**src/verilog/tinker_defs.svh**
```systemverilog
// Word widths, register and memory sizes, reset PC and initial stack pointer
`ifndef TINKER_DEFS_SVH
`define TINKER_DEFS_SVH

// Datapath word and instruction width
`define TINKER_XLEN 64
`define TINKER_ILEN 32

// Register file
`define TINKER_NREGS  32
`define TINKER_SP_REG 5'd31   // Stack pointer used by call and return

// Byte-addressed data and program memory
`define TINKER_MEM_BYTES 65536

// First instruction fetched after reset
`define TINKER_RESET_PC 32'h0000_2000

// Top of stack held in r31 after reset
`define TINKER_STACK_INIT 64'h0000_0000_0001_0000

`endif

```
**src/verilog/tinker_pkg.sv**
```systemverilog
// Opcode and sequencer state enums shared by the Tinker core
`default_nettype none

package tinker_pkg;

    // Opcode field, instr[31:27]
    typedef enum logic [4:0] {
        OP_AND    = 5'h00,
        OP_OR     = 5'h01,
        OP_XOR    = 5'h02,
        OP_NOT    = 5'h03,
        OP_SHFTR  = 5'h04,
        OP_SHFTRI = 5'h05,
        OP_SHFTL  = 5'h06,
        OP_SHFTLI = 5'h07,
        OP_BR     = 5'h08,   // Absolute jump to rd
        OP_BRR_RD = 5'h09,   // PC relative by rd
        OP_BRR_L  = 5'h0a,   // PC relative by signed L
        OP_BRNZ   = 5'h0b,
        OP_CALL   = 5'h0c,
        OP_RET    = 5'h0d,
        OP_BRGT   = 5'h0e,
        OP_HALT   = 5'h0f,
        OP_LOAD   = 5'h10,
        OP_MOV    = 5'h11,
        OP_MOVL   = 5'h12,   // Literal into low 12 bits of rd
        OP_STORE  = 5'h13,
        OP_ADD    = 5'h18,
        OP_ADDI   = 5'h19,
        OP_SUB    = 5'h1a,
        OP_SUBI   = 5'h1b,
        OP_MUL    = 5'h1c
    } opcode_t;

    // Multicycle sequence, HALTED is terminal until reset
    typedef enum logic [2:0] {
        FETCH     = 3'd0,
        DECODE    = 3'd1,
        EXECUTE   = 3'd2,
        MEMORY    = 3'd3,
        WRITEBACK = 3'd4,
        HALTED    = 3'd5
    } state_t;

endpackage

`default_nettype wire

```
**src/verilog/sequencer.sv**
```systemverilog
// Five-state sequencer with PC, instruction register and registered halt flag
`timescale 1ns/1ps
`default_nettype none
`include "tinker_defs.svh"

module sequencer
    import tinker_pkg::*;
(
    input  logic                    clk,
    input  logic                    reset,
    input  logic [`TINKER_ILEN-1:0] fetch_word,
    input  logic [31:0]             next_pc,
    output state_t                  state,
    output logic [31:0]             pc,
    output logic [`TINKER_ILEN-1:0] instr,
    output logic                    hlt
);
    logic is_halt;

    assign is_halt = (opcode_t'(instr[31:27]) == OP_HALT);

    always_ff @(posedge clk or posedge reset) begin
        if (reset) begin
            state <= FETCH;
            pc    <= `TINKER_RESET_PC;
            hlt   <= 1'b0;
        end else begin
            case (state)
                FETCH:   state <= DECODE;
                DECODE: begin
                    if (is_halt) begin
                        state <= HALTED;
                        hlt   <= 1'b1;   // Held until reset
                    end else begin
                        state <= EXECUTE;
                    end
                end
                EXECUTE: state <= MEMORY;
                MEMORY:  state <= WRITEBACK;
                WRITEBACK: begin
                    pc    <= next_pc; // One PC update per instruction
                    state <= FETCH;
                end
                HALTED:  state <= HALTED;
                default: state <= FETCH;
            endcase
        end
    end

    // Instruction word captured at the end of FETCH
    always_ff @(posedge clk) begin
        if (state == FETCH) begin
            instr <= fetch_word;
        end
    end

    legal_state: assert property (
        @(posedge clk) disable iff (reset)
        state inside {FETCH, DECODE, EXECUTE, MEMORY, WRITEBACK, HALTED}
    );

endmodule

`default_nettype wire

```
**config.mk**
```make
export PLATFORM = sky130hd
export DESIGN_NAME = sequencer
export DESIGN_NICKNAME = d
export VERILOG_FILES = /design/src/verilog/tinker_pkg.sv /design/src/verilog/sequencer.sv
export VERILOG_INCLUDE_DIRS = /design/src /design/src/verilog
export SDC_FILE = /design/constraint.sdc
export NUM_CORES = 1
export LEC_CHECK = 0
export ABC_AREA = 1
export BUFFER_PORTS_ARGS = -buffer_cell sky130_fd_sc_hd__buf_2
export CAP_MARGIN = 25
export CORE_MARGIN = 2
export CORE_UTILIZATION = 46
export CTS_BUF_LIST = sky130_fd_sc_hd__clkbuf_8
export DETAILED_ROUTE_END_ITERATION = 8
export GPL_ROUTABILITY_DRIVEN = 1
export GPL_TIMING_DRIVEN = 0
export PLACE_DENSITY = 0.8
export RECOVER_POWER = 100
export REMOVE_ABC_BUFFERS = 1
export SKIP_CTS_REPAIR_TIMING = 1
export SYNTH_ARGS = -nofsm -noshare
export SYNTH_HDL_FRONTEND = slang
export SYNTH_SLANG_ARGS = --single-unit
```
**constraint.sdc**
```tcl
create_clock -name clk -period 3.95 [get_ports clk]
set_input_delay 0.1975 -clock clk [delete_from_list [all_inputs] [get_ports clk]]
set_output_delay 0.1975 -clock clk [all_outputs]
set_load 0.01 [all_outputs]
```
==> metrics.cfg, run 1 <==
[status]
outcome=complete, but fails checks
violations=hold timing

[synthesis]
synth_area_per_cell_sq_um=12.3
synth_area_leaders=edfxtp_1 (39%), dfrtp_1 (36%), nand2_1 (11%)
ys_types=16
netlist_area_sq_um=2450
synth.top_cell.area_share_pct=39.2
synthCells=200
ys_seq_area_share_pct=76.0
yosys.area.top_type=edfxtp_1
yosys_warnings=0
synth_seq_cells=68

[worst_setup_path]
crit_arrival_ns=2.82
worstPathRequired_ns=3.93
end_kind=register
critPathLaunchType=register
worstPathMaxFanout=22
path_class=reg -> reg

[die]
die_h_microns=77.0
die-area_sq_um=5930
num_rows=26
io_pins=134
initial_core_util_pct=47.7
die_x_microns=77.0
core_area_sq_um=5140

[sta]
post-route-period-util_pct=71.9
clock.fmax_mhz=352
holdWs_ns=-0.0787
hold_viol=15
relSlewSlack_pct=27.6
worstMarginPinSlew_ns=1.09
fin_crit_ns=2.84
report.final.slew_viol_count=0
setup_ws_ns=1.11
finalClockSkew_ns=0.00895
rsz0062_at_grt=false
setup_violations=0

[cts]
clk_latency_ns=0.33
tritoncts=done
cts.sinks=68
clk_pin_slew_worst_paths_ns=0.07
cts_max_level=3
cts_root_buf=clkbuf_8
cts_max_path_buffers=2
numCtsBuffers=9

[cells_and_area]
finalInstanceArea_sq_um=3240
area_delta_synth_final_pct=32.3
seqCellArea_sq_um=1860
n_antenna_cell=0
drive_gt1_share_pct=24.8
finalNetCount=404
multiInputGateArea_sq_um=495
fillers=475
finish.utilization_pct=63.1

[drt]
drt_first_pass_iters=4
finalWirelength_mm=5.52
drtIter0Drc=120
wire_per_inst_microns=13.4
viasPerCell=4.65
via_count=1922
drc=0
drtAntennaViolNets=0

[global_routing]
first_global_vias=1881
met1_usage_pct=22.9
use_met2_pct=34.2
grt_overflow=0
grt_usage_pct=19.6
antenna_found_initial=0
grt_pass1_wl_mm=8.85
use_met3_pct=4.00
top_usage_layer=met2
grt_start_max_net_pins=35

[placement]
dpl.hpwl_mm=3.98
io_buffers=133
gp_congestion=0.700
placed_area_sq_um=3220
dp_slack_ns=1.65

[power_and_ir_drop]
max-vdd-ir-drop_mv=0.410
total_power_mw=2.55
leakagePower_nw=1.52
power_density_nw_per_um2=787

[run]
maxCapViolations=0

[hold_path]
hold_path_class=in -> async

flip-flops by register name, summed over array words and instances (netlist names):
register,cells
pc,32
instr,32
hlt,1
state,3
cell usage in the layout (no fill, tap or decap):
master | netlist | layout
a21oi_1 | 1 | 1
o21ai_0 | 0 | 1
buf_6 | 3 | 1
nor2_4 | 1 | 1
clkinv_1 | 0 | 1
nor3_2 | 0 | 1
edfxtp_1 | 32 | 32
clkinv_4 | 0 | 2
nor2_1 | 4 | 4
clkbuf_8 | 0 | 9
nand2_2 | 1 | 1
and2_0 | 0 | 1
dfstp_2 | 1 | 1
clkbuf_1 | 0 | 71
clkinvlp_4 | 0 | 1
inv_1 | 7 | 7
buf_2 | 6 | 65
clkinv_2 | 0 | 3
nand2_1 | 71 | 71
nand3_1 | 34 | 34
dfrtp_1 | 35 | 35
layer usage:
metal  vias up  share of wire (%)
met2        65                 52
li1        937                  -
met5         -                  0
met1       911                 41
met4         0                2.0
met3         9                4.8
path summary, 6_finish.rpt:
kind                                 from  cells after the start   endpoint  slack, ns
setup / recovery                 state[2]                      3  instr[11]       1.11
hold / removal                      reset                      2      pc[9]      -0.08
setup reg to reg                 state[2]                      3  instr[11]       1.11
hold reg to reg                    pc[13]                      2     pc[13]       0.47
max in group asynchronous           reset                      3     pc[15]       2.63
min in group clk           fetch_word[30]                      1  instr[30]       0.03
synth_stat cells:
cell      instances
a21oi_1           1
and2_1            1
buf_2             6
buf_4             1
buf_6             3
dfrtp_1          35
dfstp_2           1
edfxtp_1         32
inv_1             7
nand2_1          71
nand2_2           1
nand3_1          34
nor2_1            4
nor2_4            1
nor3_1            1
o21ai_1           1
kinds of logic (layout without fill, tap and decap cells):
kind of cell,Yosys count,in the layout,share of synthesized area (%)
and+or+nand+nor,113,113,19.6
DFF,68,68,76.0
AOI/OAI and AO/OA,2,2,0.408
buffers and inverters,17,160,3.98
final cells by class:
| class | count | share of cell area (%) |
|---|---|---|
| Tap cell | 70 | 2.70 |
| Clock inverter | 7 | 1.35 |
| Sequential cell | 68 | 57.4 |
| Multi-Input combinational cell | 115 | 15.3 |
| Clock buffer | 9 | 3.82 |
| Inverter | 7 | 0.810 |
| Timing Repair Buffer | 137 | 18.6 |
report_power, final:
part	leakage [nW]	total (mW)	internal, mW	switching (mW)
Combinational	0.694	0.854	0.264	0.590
Clock	0.0864	0.480	0.224	0.256
Sequential	0.737	1.22	1.06	0.157
critical path, cell delays in order, from the launching register on:
cell	delay (ns)
dfrtp_1	0.61
clkbuf_1	0.53
nor3_2	0.90
clkbuf_1	0.45
metrics by stage:
step / hold slack (ns) / instances / setup TNS (ns)
2_1_floorplan: 0.296 / 190 / 0
3_3_place_gp: 0.374 / 393 / -14.56
3_5_place_dp: 0.343 / 397 / 0
4_1_cts: -0.0213 / 413 / 0
5_1_grt: -0.0367 / 413 / 0
6_report: -0.0787 / 413 / 0
Power figures use the tool's default switching activity.
==> inputs of run 2 (changes only) <==
clock period = 2.8 ns   (was 3.95 ns; I/O delays follow)
==> run 2 against run 1 <==
The run now ends clean. Clock power rose by 43%. Clock-buffer cell count did not move. Flip-flop and latch count did not move. Sequential power rose by 42%. Wire length rose by 18%. Largest power group unchanged. Clock skew rose by 0.0032 ns. Highest routed layer unchanged.
==> metrics.cfg, run 2 (synthesis results as in run 1) <==
[status]
outcome=finished clean

[drt]
drc=0  ; unchanged
wire_per_inst_microns=14.7  ; +9.7%
drtIter0Drc=122  ; +1.7%
viasPerCell=4.71  ; +1.3%
finalWirelength_mm=6.54  ; +18%
drtAntennaViolNets=0  ; unchanged
via_count=2102  ; +9.4%
drt_first_pass_iters=4  ; unchanged

[worst_setup_path]
cp_top_family=simple AND/OR/NAND/NOR gates
slowest_stage=nor3_2
worstPathRequired_ns=2.84  ; -1.09 ns
end_kind=register
critPathBufInv=2  ; unchanged
crit_arrival_ns=2.36  ; -0.46 ns
path_class=reg -> reg
worstPathMaxFanout=22  ; unchanged
critPathLaunchType=register
cp_cell_sequence=buf_16, nor3_2, buf_6
max_stage_delay_ns=0.82  ; -0.08 ns

[power_and_ir_drop]
power_density_nw_per_um2=1040  ; +32%
leakagePower_nw=1.67  ; +10%
max-vdd-ir-drop_mv=0.592  ; +44%
comb_power_share_pct=35.1  ; +1.6 points
p_clk_share_pct=18.4  ; -0.4 points
p_sw_mw=1.47  ; +47%
p_sw_share_pct=39.4  ; +0.11 points
total_power_mw=3.73  ; +46%
p_int_mw=2.26  ; +46%
sequentialPowerShare_pct=46.5  ; -1.2 points

[sta]
fin_crit_ns=2.32  ; -0.515 ns
finalClockSkew_ns=0.0121  ; +0.00316 ns
worstMarginPinSlew_ns=1.10  ; +0.0148 ns
rsz0062_at_grt=false
holdWs_ns=0.0304  ; +0.109 ns
setup_ws_ns=0.476  ; -0.635 ns
post-route-period-util_pct=83.0  ; +11 points
hold_viol=0  ; -15
final.setup.tns_ns=0  ; unchanged
relSlewSlack_pct=26.6  ; -0.98 points
clock.fmax_mhz=430  ; +22%
setup_violations=0  ; unchanged
report.final.slew_viol_count=0  ; unchanged

[global_routing]
grt_pass1_wl_mm=8.85  ; unchanged
grt_usage_pct=19.6  ; unchanged
first_global_vias=1881  ; unchanged
antenna_found_initial=0  ; unchanged
grt_overflow=0  ; unchanged
grt_start_max_net_pins=35  ; unchanged

[cells_and_area]
drive_gt1_share_pct=22.9  ; -1.9 points
top_regs=instr x32, pc x32, state x3
finalNetCount=437  ; +8.2%
n_antenna_cell=0  ; unchanged
area_delta_synth_final_pct=47.0
seqCellArea_sq_um=1860  ; unchanged
fillers=427  ; -10%
multiInputGateArea_sq_um=495  ; unchanged
layout_commonest_cell=nand2_1
finalInstanceArea_sq_um=3600  ; +11%
final_cell_mix=nand2_1 (71), clkbuf_1 (70), buf_2 (64)

[placement]
placed_area_sq_um=3220  ; unchanged
io_buffers=133  ; unchanged
gp_congestion=0.700  ; unchanged
dp_slack_ns=0.502  ; -1.15 ns
dpl.hpwl_mm=3.98  ; unchanged

[die]
die_x_microns=77.0  ; unchanged
num_rows=26  ; unchanged
core_area_sq_um=5140  ; unchanged
die_h_microns=77.0  ; unchanged
initial_core_util_pct=47.7  ; unchanged
io_pins=134  ; unchanged
die-area_sq_um=5930  ; unchanged

[cts]
tritoncts=done
clk_pin_slew_worst_paths_ns=0.07  ; about the same
cts_max_level=3  ; unchanged
numCtsBuffers=9  ; unchanged
clk_latency_ns=0.34  ; about the same
cts_max_path_buffers=2  ; unchanged
cts.sinks=68  ; unchanged
cts_root_buf=clkbuf_8

[hold_path]
hold_path_class=in -> reg

[run]
maxCapViolations=0  ; unchanged

==> run 2: cell types whose count changed in the layout (fill, tap and decap cells not counted) <==
cell	before	now
buf_16	0	1
buf_2	65	64
buf_6	1	2
clkbuf_1	71	70
dlygate4sd3_1	0	33
==> run 2: final cells by class <==
| type | count | area share (%) |
|---|---|---|
| tap | 70 | 2.43 |
| inverter | 7 | 0.729 |
| timing repair buffer | 170 | 26.7 |
| sequential | 68 | 51.7 |
| clock buffer | 9 | 3.44 |
| multi-input combinational | 115 | 13.7 |
| clock inverter | 7 | 1.22 |
==> run 2: worst register-to-register path, cell delays in order (launching register included) <==
cell and delay (ns):
dfrtp_1 0.64, buf_16 0.29, nor3_2 0.82, buf_6 0.29
==> run 2: routing by layer <==
layer | share of wire, % | track usage (%) | up-vias
li1 | - | - | 1003
met1 | 38 | 22.9 | 1011
met2 | 54 | 34.2 | 73
met3 | 4.1 | 4.00 | 15
met4 | 3.0 | 10.4 | 0
met5 | 0 | 0 | -
==> run 2: worst paths after layout <==
| kind | startpoint | endpoint | slack (ns) | depth (start not counted) |
|---|---|---|---|---|
| min in group asynchronous | reset | pc[9] | 0.41 | 3 |
| max | state[2] | instr[27] | 0.48 | 3 |
| max reg2reg | state[2] | instr[27] | 0.48 | 3 |
| min | next_pc[6] | pc[6] | 0.03 | 3 |
| min reg2reg | pc[13] | pc[13] | 0.47 | 2 |
| max in group asynchronous | reset | pc[15] | 0.98 | 4 |
==> run 2: through the flow <==
| step | cells | utilization [%] |
|---|---|---|
| final | 446 | 70.1 |
| after global routing | 446 | 70.1 |
| after CTS | 413 | 65.8 |
| after detailed placement | 397 | 62.6 |
| after global placement | 393 | 61.0 |
| after floorplan | 190 | - |
==> run 2: power groups by stage <==
stage	clock (mW)	sequential (mW)	combinational (mW)
final	0.687	1.73	1.31
after global routing	0.741	1.79	1.47
after CTS	0.693	1.71	1.38
after detailed placement	0	1.73	1.38
after global placement	0	1.76	1.21
after floorplan	0	1.95	0.476
