===== src/verilog/tinker_defs.svh =====
// Word widths, register and memory sizes, reset PC and initial stack pointer
`ifndef TINKER_DEFS_SVH
`define TINKER_DEFS_SVH

// Datapath word and instruction width
`define TINKER_XLEN 64
`define TINKER_ILEN 32

// Register file
`define TINKER_NREGS  32
`define TINKER_SP_REG 5'd31   // Stack pointer used by call and return

// Byte-addressed data and program memory
`define TINKER_MEM_BYTES 65536

// First instruction fetched after reset
`define TINKER_RESET_PC 32'h0000_2000

// Top of stack held in r31 after reset
`define TINKER_STACK_INIT 64'h0000_0000_0001_0000

`endif


===== src/verilog/tinker_pkg.sv =====
// Opcode and sequencer state enums shared by the Tinker core
`default_nettype none

package tinker_pkg;

    // Opcode field, instr[31:27]
    typedef enum logic [4:0] {
        OP_AND    = 5'h00,
        OP_OR     = 5'h01,
        OP_XOR    = 5'h02,
        OP_NOT    = 5'h03,
        OP_SHFTR  = 5'h04,
        OP_SHFTRI = 5'h05,
        OP_SHFTL  = 5'h06,
        OP_SHFTLI = 5'h07,
        OP_BR     = 5'h08,   // Absolute jump to rd
        OP_BRR_RD = 5'h09,   // PC relative by rd
        OP_BRR_L  = 5'h0a,   // PC relative by signed L
        OP_BRNZ   = 5'h0b,
        OP_CALL   = 5'h0c,
        OP_RET    = 5'h0d,
        OP_BRGT   = 5'h0e,
        OP_HALT   = 5'h0f,
        OP_LOAD   = 5'h10,
        OP_MOV    = 5'h11,
        OP_MOVL   = 5'h12,   // Literal into low 12 bits of rd
        OP_STORE  = 5'h13,
        OP_ADD    = 5'h18,
        OP_ADDI   = 5'h19,
        OP_SUB    = 5'h1a,
        OP_SUBI   = 5'h1b,
        OP_MUL    = 5'h1c
    } opcode_t;

    // Multicycle sequence, HALTED is terminal until reset
    typedef enum logic [2:0] {
        FETCH     = 3'd0,
        DECODE    = 3'd1,
        EXECUTE   = 3'd2,
        MEMORY    = 3'd3,
        WRITEBACK = 3'd4,
        HALTED    = 3'd5
    } state_t;

endpackage

`default_nettype wire


===== src/verilog/tinker_ifs.sv =====
// Data memory port and register file port interfaces
`timescale 1ns/1ps
`default_nettype none
`include "tinker_defs.svh"

// 64-bit load and store port between control and memory
interface mem_data_if;
    logic [31:0]             load_addr;
    logic [`TINKER_XLEN-1:0] load_data;    // Combinational read
    logic                    store_we;
    logic [31:0]             store_addr;
    logic [`TINKER_XLEN-1:0] store_data;

    modport master (
        output load_addr, store_we, store_addr, store_data,
        input  load_data
    );

    modport slave (
        input  load_addr, store_we, store_addr, store_data,
        output load_data
    );
endinterface

// Two read ports and one write port into the register file
interface reg_port_if;
    logic [4:0]              addr_a;
    logic [4:0]              addr_b;
    logic [`TINKER_XLEN-1:0] data_a;
    logic [`TINKER_XLEN-1:0] data_b;
    logic                    we;
    logic [4:0]              wr_addr;
    logic [`TINKER_XLEN-1:0] wr_data;

    modport master (
        output addr_a, addr_b, we, wr_addr, wr_data,
        input  data_a, data_b
    );

    modport slave (
        input  addr_a, addr_b, we, wr_addr, wr_data,
        output data_a, data_b
    );
endinterface

`default_nettype wire


===== src/verilog/control.sv =====
// Instruction decode, operand routing, branch targets, data memory access and result register
`timescale 1ns/1ps
`default_nettype none
`include "tinker_defs.svh"

module control
    import tinker_pkg::*;
(
    input  logic                    clk,
    input  logic                    reset,
    input  state_t                  state,
    input  logic [31:0]             pc,
    input  logic [`TINKER_ILEN-1:0] instr,
    input  logic [`TINKER_XLEN-1:0] alu_result,
    output logic [31:0]             next_pc,
    output opcode_t                 op,
    output logic [`TINKER_XLEN-1:0] op_a,
    output logic [`TINKER_XLEN-1:0] op_b,
    output logic [11:0]             lit,
    reg_port_if.master              regs,
    mem_data_if.master              mem
);
    logic [4:0]              rd;
    logic [4:0]              rs;
    logic [4:0]              rt;
    logic [`TINKER_XLEN-1:0] result;     // ALU result, or load data after MEMORY
    logic                    gt_taken;   // brgt outcome
    logic [31:0]             pc_plus4;
    logic [31:0]             offset_addr;
    logic [31:0]             stack_slot;
    logic                    writes_reg;

    assign op   = opcode_t'(instr[31:27]);
    assign rd   = instr[26:22];
    assign rs   = instr[21:17];
    assign rt   = instr[16:12];
    assign lit  = instr[11:0];
    assign op_a = regs.data_a;
    assign op_b = regs.data_b;

    // Read addresses default to rs and rt unless the opcode needs rd or the stack pointer
    always_comb begin
        regs.addr_a = rs;
        regs.addr_b = rt;
        case (op)
            OP_ADDI, OP_SUBI, OP_SHFTRI, OP_SHFTLI, OP_MOVL: regs.addr_a = rd;
            OP_BR, OP_BRR_RD: regs.addr_a = rd;
            OP_BRNZ: regs.addr_b = rd;
            // Port B holds rt for the compare in DECODE, then the target rd
            OP_BRGT: regs.addr_b = (state == DECODE) ? rt : rd;
            OP_CALL: begin
                regs.addr_a = rd;
                regs.addr_b = `TINKER_SP_REG;
            end
            OP_RET: regs.addr_a = `TINKER_SP_REG;
            OP_STORE: begin
                regs.addr_a = rd;   // Base
                regs.addr_b = rs;   // Value
            end
            default: ;
        endcase
    end

    assign pc_plus4    = pc + 32'd4;
    assign offset_addr = regs.data_a[31:0] + {20'b0, lit};
    assign stack_slot  = (op == OP_CALL) ? regs.data_b[31:0] - 32'd8
                                         : regs.data_a[31:0] - 32'd8;

    // Taken in WRITEBACK only
    always_comb begin
        case (op)
            OP_BR:     next_pc = regs.data_a[31:0];
            OP_BRR_RD: next_pc = pc + regs.data_a[31:0];
            OP_BRR_L:  next_pc = pc + {{20{lit[11]}}, lit};
            OP_BRNZ:   next_pc = (regs.data_a != '0) ? regs.data_b[31:0] : pc_plus4;
            OP_BRGT:   next_pc = gt_taken ? regs.data_b[31:0] : pc_plus4;
            OP_CALL:   next_pc = regs.data_a[31:0];
            OP_RET:    next_pc = result[31:0];   // Return address read from the stack slot
            default:   next_pc = pc_plus4;
        endcase
    end

    assign mem.load_addr  = (op == OP_RET) ? stack_slot : offset_addr;
    assign mem.store_we   = (state == MEMORY) && (op == OP_STORE || op == OP_CALL);
    assign mem.store_addr = (op == OP_CALL) ? stack_slot : offset_addr;
    assign mem.store_data = (op == OP_CALL) ? {{(`TINKER_XLEN-32){1'b0}}, pc_plus4}
                                            : regs.data_b;

    assign writes_reg = op inside {OP_AND, OP_OR, OP_XOR, OP_NOT, OP_SHFTR, OP_SHFTRI,
                                   OP_SHFTL, OP_SHFTLI, OP_MOV, OP_MOVL, OP_LOAD,
                                   OP_ADD, OP_ADDI, OP_SUB, OP_SUBI, OP_MUL};

    assign regs.we      = (state == WRITEBACK) && writes_reg;
    assign regs.wr_addr = rd;
    assign regs.wr_data = result;

    // Signed compare of rs against rt
    always_ff @(posedge clk or posedge reset) begin
        if (reset) begin
            gt_taken <= 1'b0;
        end else if (state == DECODE) begin
            gt_taken <= $signed(regs.data_a) > $signed(regs.data_b);
        end
    end

    always_ff @(posedge clk) begin
        if (state == EXECUTE) begin
            result <= alu_result;
        end else if (state == MEMORY && (op == OP_LOAD || op == OP_RET)) begin
            result <= mem.load_data;
        end
    end

    // An instruction that stores never writes a register in its WRITEBACK step
    store_write_excl: assert property (
        @(posedge clk) disable iff (reset) mem.store_we |=> !regs.we
    );

endmodule

`default_nettype wire


===== src/flat_wrapper.sv =====
// flat-port wrapper written by rule: the top's interface ports become plain ports
module control_flat import tinker_pkg::*;
  (clk, reset, state, pc, instr, alu_result, next_pc, op, op_a, op_b, lit, regs_addr_a, regs_addr_b, regs_we, regs_wr_addr, regs_wr_data, regs_data_a, regs_data_b, mem_load_addr, mem_store_we, mem_store_addr, mem_store_data, mem_load_data);
  reg_port_if regs_i ();
  mem_data_if mem_i ();
  input  logic clk;
  input  logic reset;
  input  state_t state;
  input  logic [31:0] pc;
  input  logic [`TINKER_ILEN-1:0] instr;
  input  logic [`TINKER_XLEN-1:0] alu_result;
  output logic [31:0] next_pc;
  output opcode_t op;
  output logic [`TINKER_XLEN-1:0] op_a;
  output logic [`TINKER_XLEN-1:0] op_b;
  output logic [11:0] lit;
  output wire logic [$bits(regs_i.addr_a)-1:0] regs_addr_a;
  output wire logic [$bits(regs_i.addr_b)-1:0] regs_addr_b;
  output wire logic [$bits(regs_i.we)-1:0] regs_we;
  output wire logic [$bits(regs_i.wr_addr)-1:0] regs_wr_addr;
  output wire logic [$bits(regs_i.wr_data)-1:0] regs_wr_data;
  input wire logic [$bits(regs_i.data_a)-1:0] regs_data_a;
  input wire logic [$bits(regs_i.data_b)-1:0] regs_data_b;
  output wire logic [$bits(mem_i.load_addr)-1:0] mem_load_addr;
  output wire logic [$bits(mem_i.store_we)-1:0] mem_store_we;
  output wire logic [$bits(mem_i.store_addr)-1:0] mem_store_addr;
  output wire logic [$bits(mem_i.store_data)-1:0] mem_store_data;
  input wire logic [$bits(mem_i.load_data)-1:0] mem_load_data;
  assign regs_addr_a = regs_i.addr_a;
  assign regs_addr_b = regs_i.addr_b;
  assign regs_we = regs_i.we;
  assign regs_wr_addr = regs_i.wr_addr;
  assign regs_wr_data = regs_i.wr_data;
  assign regs_i.data_a = regs_data_a;
  assign regs_i.data_b = regs_data_b;
  assign mem_load_addr = mem_i.load_addr;
  assign mem_store_we = mem_i.store_we;
  assign mem_store_addr = mem_i.store_addr;
  assign mem_store_data = mem_i.store_data;
  assign mem_i.load_data = mem_load_data;
  control u_core (.clk(clk), .reset(reset), .state(state), .pc(pc), .instr(instr), .alu_result(alu_result), .next_pc(next_pc), .op(op), .op_a(op_a), .op_b(op_b), .lit(lit), .regs(regs_i), .mem(mem_i));
endmodule

===== config.mk =====
export PLATFORM = sky130hd
export DESIGN_NAME = control_flat
export DESIGN_NICKNAME = d
export VERILOG_FILES = /design/src/verilog/tinker_pkg.sv /design/src/verilog/tinker_ifs.sv /design/src/verilog/control.sv /design/src/flat_wrapper.sv
export VERILOG_INCLUDE_DIRS = /design/src /design/src/verilog
export SDC_FILE = /design/constraint.sdc
export NUM_CORES = 1
export LEC_CHECK = 0
export BUFFER_PORTS_ARGS = -buffer_cell sky130_fd_sc_hd__buf_2
export CELL_PAD_IN_SITES_DETAIL_PLACEMENT = 0
export CELL_PAD_IN_SITES_GLOBAL_PLACEMENT = 1
export CORE_AREA = 10 10 265 267
export CTS_CLUSTER_DIAMETER = 120
export DETAILED_ROUTE_END_ITERATION = 8
export DIE_AREA = 0 0 275 277
export HOLD_SLACK_MARGIN = 0.02
export PLACE_DENSITY = 0.54
export SLEW_MARGIN = 20
export SYNTH_ARGS = -nofsm -noshare
export SYNTH_HDL_FRONTEND = slang
export SYNTH_SLANG_ARGS = --single-unit
export TNS_END_PERCENT = 10

===== constraint.sdc =====
create_clock -name clk -period 5.4 [get_ports clk]
set_clock_uncertainty 0.1 [all_clocks]
set_input_delay 0.54 -clock clk [delete_from_list [all_inputs] [get_ports clk]]
set_output_delay 0.54 -clock clk [all_outputs]
set_load 0.01 [all_outputs]

==> results.yml <==
logic_synthesis:
  synth_most_common_cell: "nand2_1"
  ys_warn_count: 0
  synthTopCellsByArea: "edfxtp_1 15%, ha_1 11%, buf_4 8.9%, mux2_2 7.0%, xnor2_1 6.0%"
  ys.flop_type: "edfxtp_1"
  ys_ff_latch: 65
  netlist_instances: 1657
  yosys-top-cells-count: "166 x nand2_1, 152 x buf_4, 125 x nor2_1, 117 x ha_1, 102 x o21ai_0"
  yosysTopAreaCell: "edfxtp_1"
  ys_seq_area_share_pct: 15.3
  ys_types: 81
  synth-async-reset-ratio_pct: 1.54
  syn_nets: 2101
  synth_edf_count: 64
  syn_area_per_cell_um2: 7.70
  syn-cell-area_um2: 12800
  synth_top_area_share_pct: 15.1
pwr:
  p_sw_mw: 1.15
  pwr-share-clk_pct: 25.6
  comb_power_share_pct: 52.3
  swShare_pct: 41.8
  seq_power_share_pct: 22.1
  p_int_mw: 1.59
  powerDensity_nw_per_um2: 165
  ir_worst_vdd_uv: 154
  power_leakage_nw: 7.89
global_routing:
  grt_pass1_wl_mm: 113
  antenna_found_initial: 14
  grt_max_degree: 78
  grt_util_all_layers_pct: 20.0
  grt_pass1_vias: 15200
  grt_overflow: 0
die:
  fp-row-count: 94
  core_area_um2: 65200
  die-height_um: 277
  die_x_um: 275
  die_area_um2: 76200
  io_pins: 711
  initial_core_util_pct: 19.6
worst_setup_path:
  cpPeakStageDelay_ns: 0.54
  start_kind: "input port"
  rr_startpoint: "u_core.gt_taken"
  cp_num_buf_inv: 4
  crit_chain: "buf_2, nand2b_1, nor2_1, nand2_1, buf_12, mux2_2, ha_1, inv_1, fa_1, nor2b_4, o31ai_4, a211oi_2, a211o_4, a2111oi_4, nor3_2, or3_1, a31o_1, buf_2"
  startpoint: "instr[31]"
  cp.arrival_ns: 4.52
  cp_common_cell: "buf_2"
  timing_worst_setup_path_type: "in -> out"
  crit_path_max_fanout: 33
  critPathTopFamily: "compound AO/OA/AOI/OAI gates"
  endpoint_kind: "output port"
  crit_slowest_cell: "a2111oi_4"
  worstPathRequired_ns: 4.76
placed_design:
  place_area_um2: 16300
  hpwl_mm: 68.7
  port_buffers: 710
  place_congestion: 0.889
clocking:
  clock_path_buffers: 2
  root_buffer: "clkbuf_16"
  cts_buffers: 9
  cts_hold_buf: 1
  ctsResizeCount: 0
  clkSlewWorstSetupHoldPaths_ns: 0.06
  htree_levels: 3
  cts_sinks: 65
  cts_setup_buffers: 0
  clk_latency_ns: 0.36
  cts_tree: "yes"
route:
  firstDrtPassIters: 6
  vias_per_cell: 4.83
  avgRoutedWirePerCell_um: 26.4
  drtAntennaViolNets: 0
  drt_wl_total_mm: 80.7
  drc: 0
  drt_iter0_markers: 1184
  dr_total_vias: 14700
sta:
  finalHoldViolCount: 0
  worst_slew_pin_slew_ns: 0.983
  slew_headroom_pct: 34.1
  fin_crit_ns: 5.16
  period_share_pct: 95.5
  max_freq_mhz: 194
  slew_viol_final: 0
  tns_ns: 0
  setup_viol: 0
  rsz0062_at_grt: "false"
outcome:
  status: "completed"
final_layout:
  area_growth_pct: 30.3
  drive_above_1_share_pct: 40.2
  fin_nets: 2621
  fin_area_um2: 16600
worst_hold_path:
  hp-start: "mem_load_data[28]"
  hold_path_class: "in -> reg"
job:
  max-cap-violations: 0
==> per-stage QoR <==
step                hold slack (ns)  total power [mW]  utilization (%)  std cells  setup WS (ns)
finish                        0.380              2.74             25.5       3053          0.245
CTS                           0.353              2.78             25.5       3046          0.263
floorplan                     0.169              1.41                -       1657          0.719
global route                  0.368              2.91             25.5       3050         0.0613
global placement              0.277              2.05             25.0       3029          0.321
detailed placement            0.278              2.05             25.0       3029          0.277
==> layer usage <==
layer	routed length, um	up-vias	track usage (%)
li1	-	6903	-
met1	34500	7094	25.2
met2	38400	645	34.0
met3	6060	89	4.50
met4	1630	14	4.54
met5	72	-	0
==> path summary, 6_finish.rpt <==
| path | end | slack, ns | depth (start not counted) |
|---|---|---|---|
| max | next_pc[26] | 0.24 | 18 |
| min | u_core.regs.wr_data[28] | 0.38 | 2 |
| max reg2reg | u_core.gt_taken | 4.49 | 2 |
| min reg2reg | u_core.gt_taken | 0.62 | 2 |
| max in group asynchronous | u_core.gt_taken | 4.62 | 3 |
| min in group asynchronous | u_core.gt_taken | 0.49 | 3 |
==> layout by cell type, fill, tap and decap left out, drive strengths merged, types with 37 or more instances in the layout <==
cell type,synthesis,final
buf,180,749
nand2,167,167
nor2,125,125
ha,117,117
o21ai,105,105
inv,88,88
xnor2,88,88
a21oi,80,80
mux2,79,79
a21o,69,69
edfxtp,64,64
nand3,48,48
nor3,44,44
xor2,37,37
==> logic make-up (layout without fill, tap and decap cells) <==
family,count (synthesis),count (layout),synth area share [%]
flip-flops,65,65,15.3
buffers and inverters,329,854,14.4
AO/OA/AOI/OAI,402,402,21.6
XOR/XNOR,125,125,8.58
adder cells (fa/ha/maj),119,119,11.8
AND/OR/NAND/NOR,517,517,19.7
multiplexers,100,100,8.72
other,0,7,0
==> power groups by stage <==
stage | sequential (mW) | clock (mW) | combinational [mW]
final | 0.606 | 0.701 | 1.43
after global routing | 0.609 | 0.747 | 1.56
after CTS | 0.607 | 0.728 | 1.44
after detailed placement | 0.617 | 0 | 1.44
after global placement | 0.616 | 0 | 1.43
after floorplan | 0.627 | 0 | 0.788
==> registers in the layout, indices dropped and copies added (netlist names) <==
register	cells
u_core.gt_taken	1
u_core.regs.wr_data	64
==> layout make-up <==
class / count / area [um2]
Antenna cell: 7 / 17.5
Inverter: 88 / 330
Fill cell: 7278 / 48500
Clock buffer: 10 / 229
Clock inverter: 6 / 116
Tap cell: 864 / 1080
Sequential cell: 65 / 1950
Multi-Input combinational cell: 1263 / 9030
Timing Repair Buffer: 750 / 3880
No activity file was read; power rests on OpenSTA's default activity.
